File: config.mk
export PLATFORM = sky130hd
export DESIGN_NAME = mips_core
export DESIGN_NICKNAME = d
export VERILOG_FILES = /design/src/design/mips_isa_pkg.sv /design/src/design/mips_pipe_pkg.sv /design/src/design/bypass_if.sv /design/src/design/register_file.sv /design/src/design/decode_stage.sv /design/src/design/execute_stage.sv /design/src/design/writeback_stage.sv /design/src/design/mips_core.sv
export SDC_FILE = /design/constraint.sdc
export NUM_CORES = 2
export LEC_CHECK = 0
export ABC_AREA = 1
export BUFFER_PORTS_ARGS = -buffer_cell sky130_fd_sc_hd__buf_2
export CORE_MARGIN = 2
export CORE_UTILIZATION = 25
export CTS_BUF_LIST = sky130_fd_sc_hd__clkbuf_16
export DETAILED_ROUTE_END_ITERATION = 10
export PLACE_DENSITY = 0.44
export RECOVER_POWER = 100
export SYNTH_ARGS = -nofsm -noshare
export SYNTH_HDL_FRONTEND = slang
export SYNTH_SLANG_ARGS = --single-unit
File: constraint.sdc
create_clock -name clk -period 6.4 [get_ports clk]
set_input_delay 1.28 -clock clk [delete_from_list [all_inputs] [get_ports clk]]
set_output_delay 1.28 -clock clk [all_outputs]
set_load 0.005 [all_outputs]
File: src/design/mips_isa_pkg.sv
package mips_isa_pkg;

	localparam int data_w     = 32;
	localparam int reg_addr_w = 5;
	localparam int imm_w      = 16;
	localparam int jidx_w     = 26;  // J-type target index

	localparam logic [data_w-1:0] pc_step  = 32'd4;
	localparam logic [data_w-1:0] reset_pc = 32'h0000_0000;

	// Major opcode, instr[31:26]
	typedef enum logic [5:0] {
		RTYPE = 6'b000000,
		J     = 6'b000010,
		BEQ   = 6'b000100,
		BNE   = 6'b000101,
		ADDI  = 6'b001000,
		ADDIU = 6'b001001,
		LW    = 6'b100011,
		SW    = 6'b101011
	} opcode_t;

	typedef enum logic [5:0] {
		ADD  = 6'b100000,
		ADDU = 6'b100001,
		SUB  = 6'b100010,
		SUBU = 6'b100011,
		AND  = 6'b100100,
		OR   = 6'b100101,
		SLT  = 6'b101010
	} funct_t;  // R-type, instr[5:0]

endpackage

File: src/design/mips_pipe_pkg.sv
package mips_pipe_pkg;

	typedef enum logic [2:0] {
		ALU_ADD,
		ALU_SUB,
		ALU_AND,
		ALU_OR,
		ALU_SLT
	} alu_op_t;

	// Operand source in execute
	typedef enum logic [1:0] {
		FWD_NONE,
		FWD_WB,
		FWD_MEM
	} fwd_sel_t;

	typedef struct packed {
		logic    regwrite;
		logic    memtoreg;
		logic    memwrite;
		logic    memread;    // Load detection only
		logic    branch;
		logic    branch_ne;  // With branch, BNE
		logic    jump;
		logic    alusrc;     // Immediate as operand b
		logic    regdst;     // rd instead of rt
		alu_op_t alu_op;
	} ctrl_t;

	localparam ctrl_t ctrl_bubble = '0;

endpackage

File: src/design/bypass_if.sv
`timescale 1ns/10ps

interface bypass_if;

	// From EX/MEM
	logic                                mem_regwrite;
	logic [mips_isa_pkg::reg_addr_w-1:0] mem_dst;
	logic [mips_isa_pkg::data_w-1:0]     mem_value;

	// Selected writeback result, also the register file write port
	logic                                wb_regwrite;
	logic [mips_isa_pkg::reg_addr_w-1:0] wb_dst;
	logic [mips_isa_pkg::data_w-1:0]     wb_value;

	modport producer (
		output mem_regwrite, mem_dst, mem_value,
		output wb_regwrite, wb_dst, wb_value
	);

	modport consumer (
		input mem_regwrite, mem_dst, mem_value,
		input wb_regwrite, wb_dst, wb_value
	);

endinterface

File: src/design/register_file.sv
`timescale 1ns/10ps

module register_file (
	input  logic                                clk,
	input  logic [mips_isa_pkg::reg_addr_w-1:0] rd_addr_a,
	input  logic [mips_isa_pkg::reg_addr_w-1:0] rd_addr_b,
	output logic [mips_isa_pkg::data_w-1:0]     rd_data_a,
	output logic [mips_isa_pkg::data_w-1:0]     rd_data_b,
	bypass_if.consumer                          wb
);

	logic [mips_isa_pkg::data_w-1:0] regs [32];

	function automatic logic [mips_isa_pkg::data_w-1:0] read_port(
		input logic [mips_isa_pkg::reg_addr_w-1:0] addr
	);
		if (addr == '0)
			return '0;
		else if (wb.wb_regwrite && wb.wb_dst == addr)
			return wb.wb_value;  // Write-through
		else
			return regs[addr];
	endfunction

	always_ff @(posedge clk) begin
		if (wb.wb_regwrite && wb.wb_dst != '0)
			regs[wb.wb_dst] <= wb.wb_value;
	end

	always_comb begin
		rd_data_a = read_port(rd_addr_a);
		rd_data_b = read_port(rd_addr_b);
	end

endmodule

File: src/design/decode_stage.sv
`timescale 1ns/10ps

module decode_stage (
	input  logic                                clk,
	input  logic                                rst,
	input  logic [mips_isa_pkg::data_w-1:0]     instr,
	input  logic [mips_isa_pkg::data_w-1:0]     pc_plus4,
	output logic                                stall,
	input  logic                                flush,
	bypass_if.consumer                          wb,
	output mips_pipe_pkg::ctrl_t                ex_ctrl,
	output logic [mips_isa_pkg::data_w-1:0]     ex_rd1,
	output logic [mips_isa_pkg::data_w-1:0]     ex_rd2,
	output logic [mips_isa_pkg::data_w-1:0]     ex_imm,
	output logic [mips_isa_pkg::data_w-1:0]     ex_pc_plus4,
	output logic [mips_isa_pkg::reg_addr_w-1:0] ex_rs,
	output logic [mips_isa_pkg::reg_addr_w-1:0] ex_rt,
	output logic [mips_isa_pkg::reg_addr_w-1:0] ex_rd,
	output logic [mips_isa_pkg::jidx_w-1:0]     ex_jump_index
);

	logic [mips_isa_pkg::data_w-1:0]     id_instr;
	logic [mips_isa_pkg::data_w-1:0]     id_pc_plus4;
	logic [mips_isa_pkg::data_w-1:0]     rd1;
	logic [mips_isa_pkg::data_w-1:0]     rd2;
	logic [mips_isa_pkg::reg_addr_w-1:0] id_rs;
	logic [mips_isa_pkg::reg_addr_w-1:0] id_rt;
	mips_isa_pkg::opcode_t               op;
	mips_isa_pkg::funct_t                funct;
	mips_pipe_pkg::ctrl_t                ctrl;

	assign id_rs = id_instr[25:21];
	assign id_rt = id_instr[20:16];
	assign op    = mips_isa_pkg::opcode_t'(id_instr[31:26]);
	assign funct = mips_isa_pkg::funct_t'(id_instr[5:0]);

	// --------------------
	// IF/ID
	always_ff @(posedge clk) begin
		if (rst || flush)
			id_instr <= '0;  // All-zero word decodes as a no-op
		else if (!stall)
			id_instr <= instr;
	end

	always_ff @(posedge clk) begin
		if (!stall)
			id_pc_plus4 <= pc_plus4;
	end

	register_file rf0 (
		.clk       (clk),
		.rd_addr_a (id_rs),
		.rd_addr_b (id_rt),
		.rd_data_a (rd1),
		.rd_data_b (rd2),
		.wb        (wb)
	);

	// --------------------
	// Main and ALU decode
	always_comb begin
		ctrl = mips_pipe_pkg::ctrl_bubble;
		case (op)
			mips_isa_pkg::RTYPE: begin
				ctrl.regwrite = 1'b1;
				ctrl.regdst   = 1'b1;
				case (funct)
					mips_isa_pkg::ADD,
					mips_isa_pkg::ADDU: ctrl.alu_op = mips_pipe_pkg::ALU_ADD;  // No overflow trap
					mips_isa_pkg::SUB,
					mips_isa_pkg::SUBU: ctrl.alu_op = mips_pipe_pkg::ALU_SUB;
					mips_isa_pkg::AND:  ctrl.alu_op = mips_pipe_pkg::ALU_AND;
					mips_isa_pkg::OR:   ctrl.alu_op = mips_pipe_pkg::ALU_OR;
					mips_isa_pkg::SLT:  ctrl.alu_op = mips_pipe_pkg::ALU_SLT;
					default:            ctrl = mips_pipe_pkg::ctrl_bubble;
				endcase
			end
			mips_isa_pkg::LW: begin
				ctrl.regwrite = 1'b1;
				ctrl.memtoreg = 1'b1;
				ctrl.memread  = 1'b1;
				ctrl.alusrc   = 1'b1;
			end
			mips_isa_pkg::SW: begin
				ctrl.memwrite = 1'b1;
				ctrl.alusrc   = 1'b1;
			end
			mips_isa_pkg::BEQ,
			mips_isa_pkg::BNE: begin
				ctrl.branch    = 1'b1;
				ctrl.branch_ne = (op == mips_isa_pkg::BNE);
				ctrl.alu_op    = mips_pipe_pkg::ALU_SUB;  // Compare through zero flag
			end
			mips_isa_pkg::ADDI,
			mips_isa_pkg::ADDIU: begin
				ctrl.regwrite = 1'b1;
				ctrl.alusrc   = 1'b1;
			end
			mips_isa_pkg::J: ctrl.jump = 1'b1;
			default: ;  // Undefined opcode stays a bubble
		endcase
	end

	// Load in execute feeding this instruction
	assign stall = ex_ctrl.memread && ex_rt != '0 && (ex_rt == id_rs || ex_rt == id_rt);

	// --------------------
	// ID/EX
	always_ff @(posedge clk) begin
		if (rst || stall || flush)
			ex_ctrl <= mips_pipe_pkg::ctrl_bubble;
		else
			ex_ctrl <= ctrl;
	end

	always_ff @(posedge clk) begin
		ex_rd1        <= rd1;
		ex_rd2        <= rd2;
		ex_imm        <= {{(mips_isa_pkg::data_w - mips_isa_pkg::imm_w){id_instr[15]}},
		                  id_instr[mips_isa_pkg::imm_w-1:0]};
		ex_pc_plus4   <= id_pc_plus4;
		ex_rs         <= id_rs;
		ex_rt         <= id_rt;
		ex_rd         <= id_instr[15:11];
		ex_jump_index <= id_instr[mips_isa_pkg::jidx_w-1:0];
	end

endmodule

File: src/design/execute_stage.sv
`timescale 1ns/10ps

module execute_stage (
	input  logic                                clk,
	input  logic                                rst,
	input  mips_pipe_pkg::ctrl_t                ex_ctrl,
	input  logic [mips_isa_pkg::data_w-1:0]     ex_rd1,
	input  logic [mips_isa_pkg::data_w-1:0]     ex_rd2,
	input  logic [mips_isa_pkg::data_w-1:0]     ex_imm,
	input  logic [mips_isa_pkg::data_w-1:0]     ex_pc_plus4,
	input  logic [mips_isa_pkg::reg_addr_w-1:0] ex_rs,
	input  logic [mips_isa_pkg::reg_addr_w-1:0] ex_rt,
	input  logic [mips_isa_pkg::reg_addr_w-1:0] ex_rd,
	input  logic [mips_isa_pkg::jidx_w-1:0]     ex_jump_index,
	bypass_if.consumer                          byp,
	bypass_if.producer                          byp_out,
	output logic                                redirect,
	output logic [mips_isa_pkg::data_w-1:0]     target,
	output mips_pipe_pkg::ctrl_t                mem_ctrl,
	output logic                                mem_write,
	output logic [mips_isa_pkg::data_w-1:0]     mem_addr,
	output logic [mips_isa_pkg::data_w-1:0]     mem_wdata
);

	mips_pipe_pkg::fwd_sel_t             fwd_a;
	mips_pipe_pkg::fwd_sel_t             fwd_b;
	logic [mips_isa_pkg::data_w-1:0]     src_a;
	logic [mips_isa_pkg::data_w-1:0]     store_val;
	logic [mips_isa_pkg::data_w-1:0]     src_b;
	logic [mips_isa_pkg::data_w-1:0]     alu_y;
	logic                                zero;
	logic [mips_isa_pkg::reg_addr_w-1:0] dst;
	logic [mips_isa_pkg::reg_addr_w-1:0] mem_dst_q;

	// --------------------
	// Forwarding, memory stage first
	function automatic mips_pipe_pkg::fwd_sel_t pick_fwd(
		input logic [mips_isa_pkg::reg_addr_w-1:0] src
	);
		if (src == '0)
			return mips_pipe_pkg::FWD_NONE;
		else if (byp.mem_regwrite && byp.mem_dst == src)
			return mips_pipe_pkg::FWD_MEM;
		else if (byp.wb_regwrite && byp.wb_dst == src)
			return mips_pipe_pkg::FWD_WB;
		else
			return mips_pipe_pkg::FWD_NONE;
	endfunction

	function automatic logic [mips_isa_pkg::data_w-1:0] fwd_mux(
		input mips_pipe_pkg::fwd_sel_t        sel,
		input logic [mips_isa_pkg::data_w-1:0] reg_val
	);
		case (sel)
			mips_pipe_pkg::FWD_MEM: return byp.mem_value;
			mips_pipe_pkg::FWD_WB:  return byp.wb_value;
			default:                return reg_val;
		endcase
	endfunction

	always_comb begin
		fwd_a     = pick_fwd(ex_rs);
		fwd_b     = pick_fwd(ex_rt);
		src_a     = fwd_mux(fwd_a, ex_rd1);
		store_val = fwd_mux(fwd_b, ex_rd2);
	end

	assign src_b = ex_ctrl.alusrc ? ex_imm : store_val;
	assign dst   = ex_ctrl.regdst ? ex_rd : ex_rt;

	// --------------------
	// ALU
	always_comb begin
		case (ex_ctrl.alu_op)
			mips_pipe_pkg::ALU_SUB: alu_y = src_a - src_b;
			mips_pipe_pkg::ALU_AND: alu_y = src_a & src_b;
			mips_pipe_pkg::ALU_OR:  alu_y = src_a | src_b;
			mips_pipe_pkg::ALU_SLT:
				alu_y = {{(mips_isa_pkg::data_w-1){1'b0}}, $signed(src_a) < $signed(src_b)};
			default:                alu_y = src_a + src_b;
		endcase
	end

	assign zero = (alu_y == '0);

	// Resolved here, so two younger instructions get flushed
	assign redirect = ex_ctrl.jump || (ex_ctrl.branch && (zero ^ ex_ctrl.branch_ne));
	assign target   = ex_ctrl.jump ?
		{ex_pc_plus4[mips_isa_pkg::data_w-1:mips_isa_pkg::data_w-4], ex_jump_index, 2'b00} :
		ex_pc_plus4 + {ex_imm[mips_isa_pkg::data_w-3:0], 2'b00};

	// EX/MEM
	always_ff @(posedge clk) begin
		if (rst)
			mem_ctrl <= mips_pipe_pkg::ctrl_bubble;
		else
			mem_ctrl <= ex_ctrl;
	end

	always_ff @(posedge clk) begin
		mem_addr  <= alu_y;
		mem_wdata <= store_val;
		mem_dst_q <= dst;
	end

	assign mem_write            = mem_ctrl.memwrite;
	assign byp_out.mem_regwrite = mem_ctrl.regwrite;
	assign byp_out.mem_dst      = mem_dst_q;
	assign byp_out.mem_value    = mem_addr;  // ALU result

endmodule

File: src/design/writeback_stage.sv
`timescale 1ns/10ps

module writeback_stage (
	input  logic                                clk,
	input  logic                                rst,
	input  mips_pipe_pkg::ctrl_t                mem_ctrl,
	input  logic [mips_isa_pkg::data_w-1:0]     mem_result,
	input  logic [mips_isa_pkg::data_w-1:0]     mem_rdata,
	input  logic [mips_isa_pkg::reg_addr_w-1:0] mem_dst,
	bypass_if.producer                          byp_out
);

	logic                                regwrite_q;
	logic                                memtoreg_q;
	logic [mips_isa_pkg::data_w-1:0]     result_q;
	logic [mips_isa_pkg::data_w-1:0]     rdata_q;
	logic [mips_isa_pkg::reg_addr_w-1:0] dst_q;

	// MEM/WB
	always_ff @(posedge clk) begin
		if (rst) begin
			regwrite_q <= 1'b0;
			memtoreg_q <= 1'b0;
		end else begin
			regwrite_q <= mem_ctrl.regwrite;
			memtoreg_q <= mem_ctrl.memtoreg;
		end
	end

	always_ff @(posedge clk) begin
		result_q <= mem_result;
		rdata_q  <= mem_rdata;
		dst_q    <= mem_dst;
	end

	assign byp_out.wb_regwrite = regwrite_q;
	assign byp_out.wb_dst      = dst_q;
	assign byp_out.wb_value    = memtoreg_q ? rdata_q : result_q;  // Load data or ALU

endmodule

File: src/design/mips_core.sv
`timescale 1ns/10ps

module mips_core (
	input  logic                            clk,
	input  logic                            rst,
	output logic [mips_isa_pkg::data_w-1:0] pc,
	input  logic [mips_isa_pkg::data_w-1:0] instr,
	output logic                            memwrite,
	output logic [mips_isa_pkg::data_w-1:0] memaddr,
	output logic [mips_isa_pkg::data_w-1:0] memwritedata,
	input  logic [mips_isa_pkg::data_w-1:0] memreaddata
);

	logic [mips_isa_pkg::data_w-1:0]     pc_plus4;
	logic                                stall;
	logic                                redirect;
	logic [mips_isa_pkg::data_w-1:0]     target;
	mips_pipe_pkg::ctrl_t                ex_ctrl;
	mips_pipe_pkg::ctrl_t                mem_ctrl;
	logic [mips_isa_pkg::data_w-1:0]     ex_rd1;
	logic [mips_isa_pkg::data_w-1:0]     ex_rd2;
	logic [mips_isa_pkg::data_w-1:0]     ex_imm;
	logic [mips_isa_pkg::data_w-1:0]     ex_pc_plus4;
	logic [mips_isa_pkg::reg_addr_w-1:0] ex_rs;
	logic [mips_isa_pkg::reg_addr_w-1:0] ex_rt;
	logic [mips_isa_pkg::reg_addr_w-1:0] ex_rd;
	logic [mips_isa_pkg::jidx_w-1:0]     ex_jump_index;

	bypass_if byp ();  // Memory and writeback results

	// --------------------
	// Fetch
	assign pc_plus4 = pc + mips_isa_pkg::pc_step;

	always_ff @(posedge clk) begin
		if (rst)
			pc <= mips_isa_pkg::reset_pc;
		else if (redirect)
			pc <= target;
		else if (!stall)
			pc <= pc_plus4;
	end

	decode_stage decode0 (
		.clk           (clk),
		.rst           (rst),
		.instr         (instr),
		.pc_plus4      (pc_plus4),
		.stall         (stall),
		.flush         (redirect),
		.wb            (byp),
		.ex_ctrl       (ex_ctrl),
		.ex_rd1        (ex_rd1),
		.ex_rd2        (ex_rd2),
		.ex_imm        (ex_imm),
		.ex_pc_plus4   (ex_pc_plus4),
		.ex_rs         (ex_rs),
		.ex_rt         (ex_rt),
		.ex_rd         (ex_rd),
		.ex_jump_index (ex_jump_index)
	);

	execute_stage execute0 (
		.clk           (clk),
		.rst           (rst),
		.ex_ctrl       (ex_ctrl),
		.ex_rd1        (ex_rd1),
		.ex_rd2        (ex_rd2),
		.ex_imm        (ex_imm),
		.ex_pc_plus4   (ex_pc_plus4),
		.ex_rs         (ex_rs),
		.ex_rt         (ex_rt),
		.ex_rd         (ex_rd),
		.ex_jump_index (ex_jump_index),
		.byp           (byp),
		.byp_out       (byp),
		.redirect      (redirect),
		.target        (target),
		.mem_ctrl      (mem_ctrl),
		.mem_write     (memwrite),
		.mem_addr      (memaddr),
		.mem_wdata     (memwritedata)
	);

	// Data port reads in the same cycle
	writeback_stage writeback0 (
		.clk        (clk),
		.rst        (rst),
		.mem_ctrl   (mem_ctrl),
		.mem_result (memaddr),
		.mem_rdata  (memreaddata),
		.mem_dst    (byp.mem_dst),
		.byp_out    (byp)
	);

endmodule

==> flow_metrics.py <==
metrics = {
    "power_and_ir_drop": {
        "p_sw_frac": 0.334,
        "power_density_nw_per_um2": 330,
        "net-switching-power_uw": 9100,
        "p_clk_frac": 0.347,
        "total_power_uw": 27200,
        "vdd_drop_max_v": 0.000270,
        "p_comb_frac": 0.224,
        "power_frac_seq": 0.429,
        "leakage_power_uw": 0.0305,
        "cell_int_power_uw": 18100,
    },
    "critical_path": {
        "reg2reg_setup_slack_ns": 0.21,
        "worst_ep_arrival_time_ns": 6.88,
        "setup.worst_path.end_class": "flop",
        "timing.setup.critical_path_class": "flop to flop",
        "setup_crit_start_kind": "flop",
        "required_ns": 7.08,
        "crit_path_max_fanout": 51,
    },
    "final_layout": {
        "multi_input_area_sq_um": 27900,
        "commonest_cells_after_routing_fill_and_taps_aside": "1386 x nand2_1, 1136 x o21ai_0, 1056 x edfxtp_1",
        "fillers": 30000,
        "final-seq-area_sq_um": 38500,
        "layout_commonest_cell": "nand2_1",
        "layout-area-overhead-vs-synth_pct": 15.6,
        "layout-drive-gt1-share": 0.0793,
        "nNetsFinal": 8402,
    },
    "outcome": {
        "failed_checks": "max-capacitance violations, max-slew violations",
        "outcome": "finished, violations left",
    },
    "clocking": {
        "cts-root-buf": "clkbuf_16",
        "clkLatencyLatePin_ns": 0.83,
        "clockBufferDepth": 3,
        "cts_inserted_buffers": 167,
        "htree_num_levels": 4,
        "clkSinkCount": 1396,
        "cts.clk_slew.worst_paths_ns": 0.06,
        "tritoncts": "done",
    },
    "yosys": {
        "ys_warn_count": 0,
        "ys.flop_type": "edfxtp_1",
        "seq_area_frac_synth": 0.540,
        "asyncSetResetFlopFracSynth": 0,
        "syn-cell-area_sq_um": 71300,
        "synth_unique_cells": 61,
        "post_synth_inst_count": 8128,
        "synth_enable_flop_cells": 1056,
        "synthesis.area_per_instance_sq_um": 8.78,
        "flop_and_latch_count_out_of_synthesis": 1396,
    },
    "place": {
        "port_buffers": 162,
        "last_weighted_congestion_value_of_the_routability_driven_placer": 0.925,
        "place_hpwl_microns": 189000,
    },
    "die": {
        "die_y_microns": 538,
        "placement_rows": 196,
        "floorplan.initialDensity": 0.251,
        "die_w_microns": 538,
        "dieArea_sq_um": 290000,
        "design.core.area_sq_um": 284000,
        "count_of_boundary_i_o_pins": 163,
    },
    "drt": {
        "finalWirelength_microns": 305000,
        "drt-initial-drc-count": 7126,
        "post_drt_wl_per_cell_microns": 25.2,
        "final_antenna_net_count": 0,
        "dr_total_vias": 62200,
        "detailedRoute.firstPassIterationCount": 6,
        "average_vias_per_placed_instance": 5.13,
        "drc": 0,
    },
    "global_routing": {
        "gr-total-overflow": 0,
        "pin_count_of_the_biggest_net_entering_global_routing": 176,
        "first_global_vias": 58300,
        "grt_antenna_before_repair": 21,
        "grt_first_pass_wirelength_microns": 428000,
        "grtUsageTotal": 0.203,
    },
    "flow_run": {
        "drv_cap": 68,
    },
    "sta": {
        "max_slew_margin": -2.02,
        "fin_crit_sh": 0.968,
        "fin_worst_skew_ns": 0.0333,
        "max_freq_mhz": 161,
        "final_hold_violating_endpoints": 0,
        "total_negative_setup_slacks_ns": 0,
        "setup-violations-final": 0,
        "worst-slew-pin-transition_ns": 4.53,
        "finalWorstPathRequiredPeriod_ns": 6.19,
        "drv_slew": 1813,
    },
    "worst_hold_path": {
        "hold_path_class": "flop to flop",
    },
}
[per-stage QoR]
stage | hold slack [ns] | util | instances | area (sq um) | worst slack [ns]
2_1_floorplan | 0.323 | - | 8159 | 71400 | 1.30
3_3_place_gp | 0.325 | 0.272 | 11800 | 77300 | 0.00630
3_5_place_dp | 0.328 | 0.272 | 11800 | 77300 | -0.0310
4_1_cts | 0.342 | 0.291 | 12100 | 82700 | 0.0186
5_1_grt | 0.346 | 0.290 | 12100 | 82400 | -0.0139
6_report | 0.335 | 0.290 | 12100 | 82400 | 0.208
[final cells by class]
cell class | count | area share
Antenna cell | 9 | 0.000273
Clock buffer | 170 | 0.0516
Clock inverter | 142 | 0.0136
Inverter | 811 | 0.0372
Multi-Input combinational cell | 5399 | 0.339
Sequential cell | 1396 | 0.467
Tap cell | 3762 | 0.0571
Timing Repair Buffer | 427 | 0.0341
[what timing repair did]
item,in CTS,in global routing
cloned,0,2
setup endpoints to repair,62,75
endpoints found under the hold margin,0,0
hold buffers,0,0
pin swaps,0,6
buffers inserted,0,7
resized for setup,1,63
[path summary, 6_finish.rpt]
path                                         startpoint                      end  cells after the start
worst max-delay path               decode0.id_instr[22]       decode0.ex_rd1[15]                      6
worst min-delay path            decode0.id_pc_plus4[14]  decode0.ex_pc_plus4[14]                      0
worst max register to register     decode0.id_instr[22]       decode0.ex_rd1[15]                      6
worst min register to register  decode0.id_pc_plus4[14]  decode0.ex_pc_plus4[14]                      0
[state kept, by name, indices dropped and copies added (netlist names), 4 cells and up]
name	count
pc	32
decode0.ex_rs	4
decode0.ex_imm	15
decode0.ex_rd2	32
writeback0.rdata_q	32
decode0.ex_rd1	32
writeback0.byp_out.wb_dst	5
decode0.ex_rt	4
decode0.id_instr	32
execute0.byp_out.mem_dst	5
execute0.byp_out.mem_value	32
decode0.rf0.regs	1024
decode0.ex_ctrl	11
writeback0.result_q	32
decode0.id_pc_plus4	32
execute0.mem_wdata	32
decode0.ex_pc_plus4	32
[layer usage]
metal	vias up	wire, microns	track usage
li1	28400	-	-
met1	30600	136000	0.283
met2	2638	135000	0.318
met3	504	22200	0.0287
met4	4	11900	0.0751
met5	-	22	0
[synthesized netlist by cell type, types with 11 or more instances]
cell / instances / area [sq um]
nand2_1: 1395 / 5240
clkbuf_1: 423 / 1590
o211ai_1: 281 / 2110
buf_1: 88 / 330
o21ai_1: 34 / 170
a22oi_1: 49 / 368
buf_2: 26 / 130
o22ai_1: 153 / 957
xor2_1: 39 / 342
nor2_1: 660 / 2480
inv_1: 784 / 2940
inv_2: 18 / 67.6
xnor2_1: 31 / 272
o32ai_1: 19 / 166
nor2_2: 11 / 68.8
a21oi_1: 582 / 2910
ha_1: 131 / 1640
nor3_1: 28 / 140
a21oi_2: 13 / 114
nand4_1: 100 / 626
nand3_1: 456 / 2280
dfxtp_1: 340 / 6810
o21a_1: 49 / 368
or2_2: 18 / 113
edfxtp_1: 1056 / 31700
a31oi_1: 23 / 144
mux2i_1: 32 / 320
o21ai_0: 1147 / 5740
o41ai_1: 13 / 114
[logic make-up (layout without fill, tap and decap cells)]
logic type                 Yosys count  in the layout  synth area share
and+or+nand+nor                   2710           2710             0.158
AOI/OAI and AO/OA                 2421           2421             0.191
DFF                               1396           1396             0.540
buffers and inverters             1364           1550            0.0734
adders and majority gates          134            134            0.0238
xor gates and xnor gates            70             70           0.00860
muxes                               32             32           0.00449
other                                1             41         0.0000526
[critical path: stages (launching register included)]
cell	delay, ns
dfxtp_1	2.12
clkbuf_2	1.28
nor2_2	0.35
buf_4	0.41
nand3_1	1.08
o21ai_0	0.22
a21oi_1	0.45
[power groups by stage]
stage | clock network (uW) | registers, uW | logic, uW
after global routing | 9990 | 11700 | 6590
final | 9460 | 11700 | 6100
after CTS | 9640 | 11700 | 6060
after floorplan | 0 | 11500 | 3190
after global placement | 0 | 11800 | 6030
after detailed placement | 0 | 11800 | 6030
Note: power is estimated with default switching activity, not from simulation.
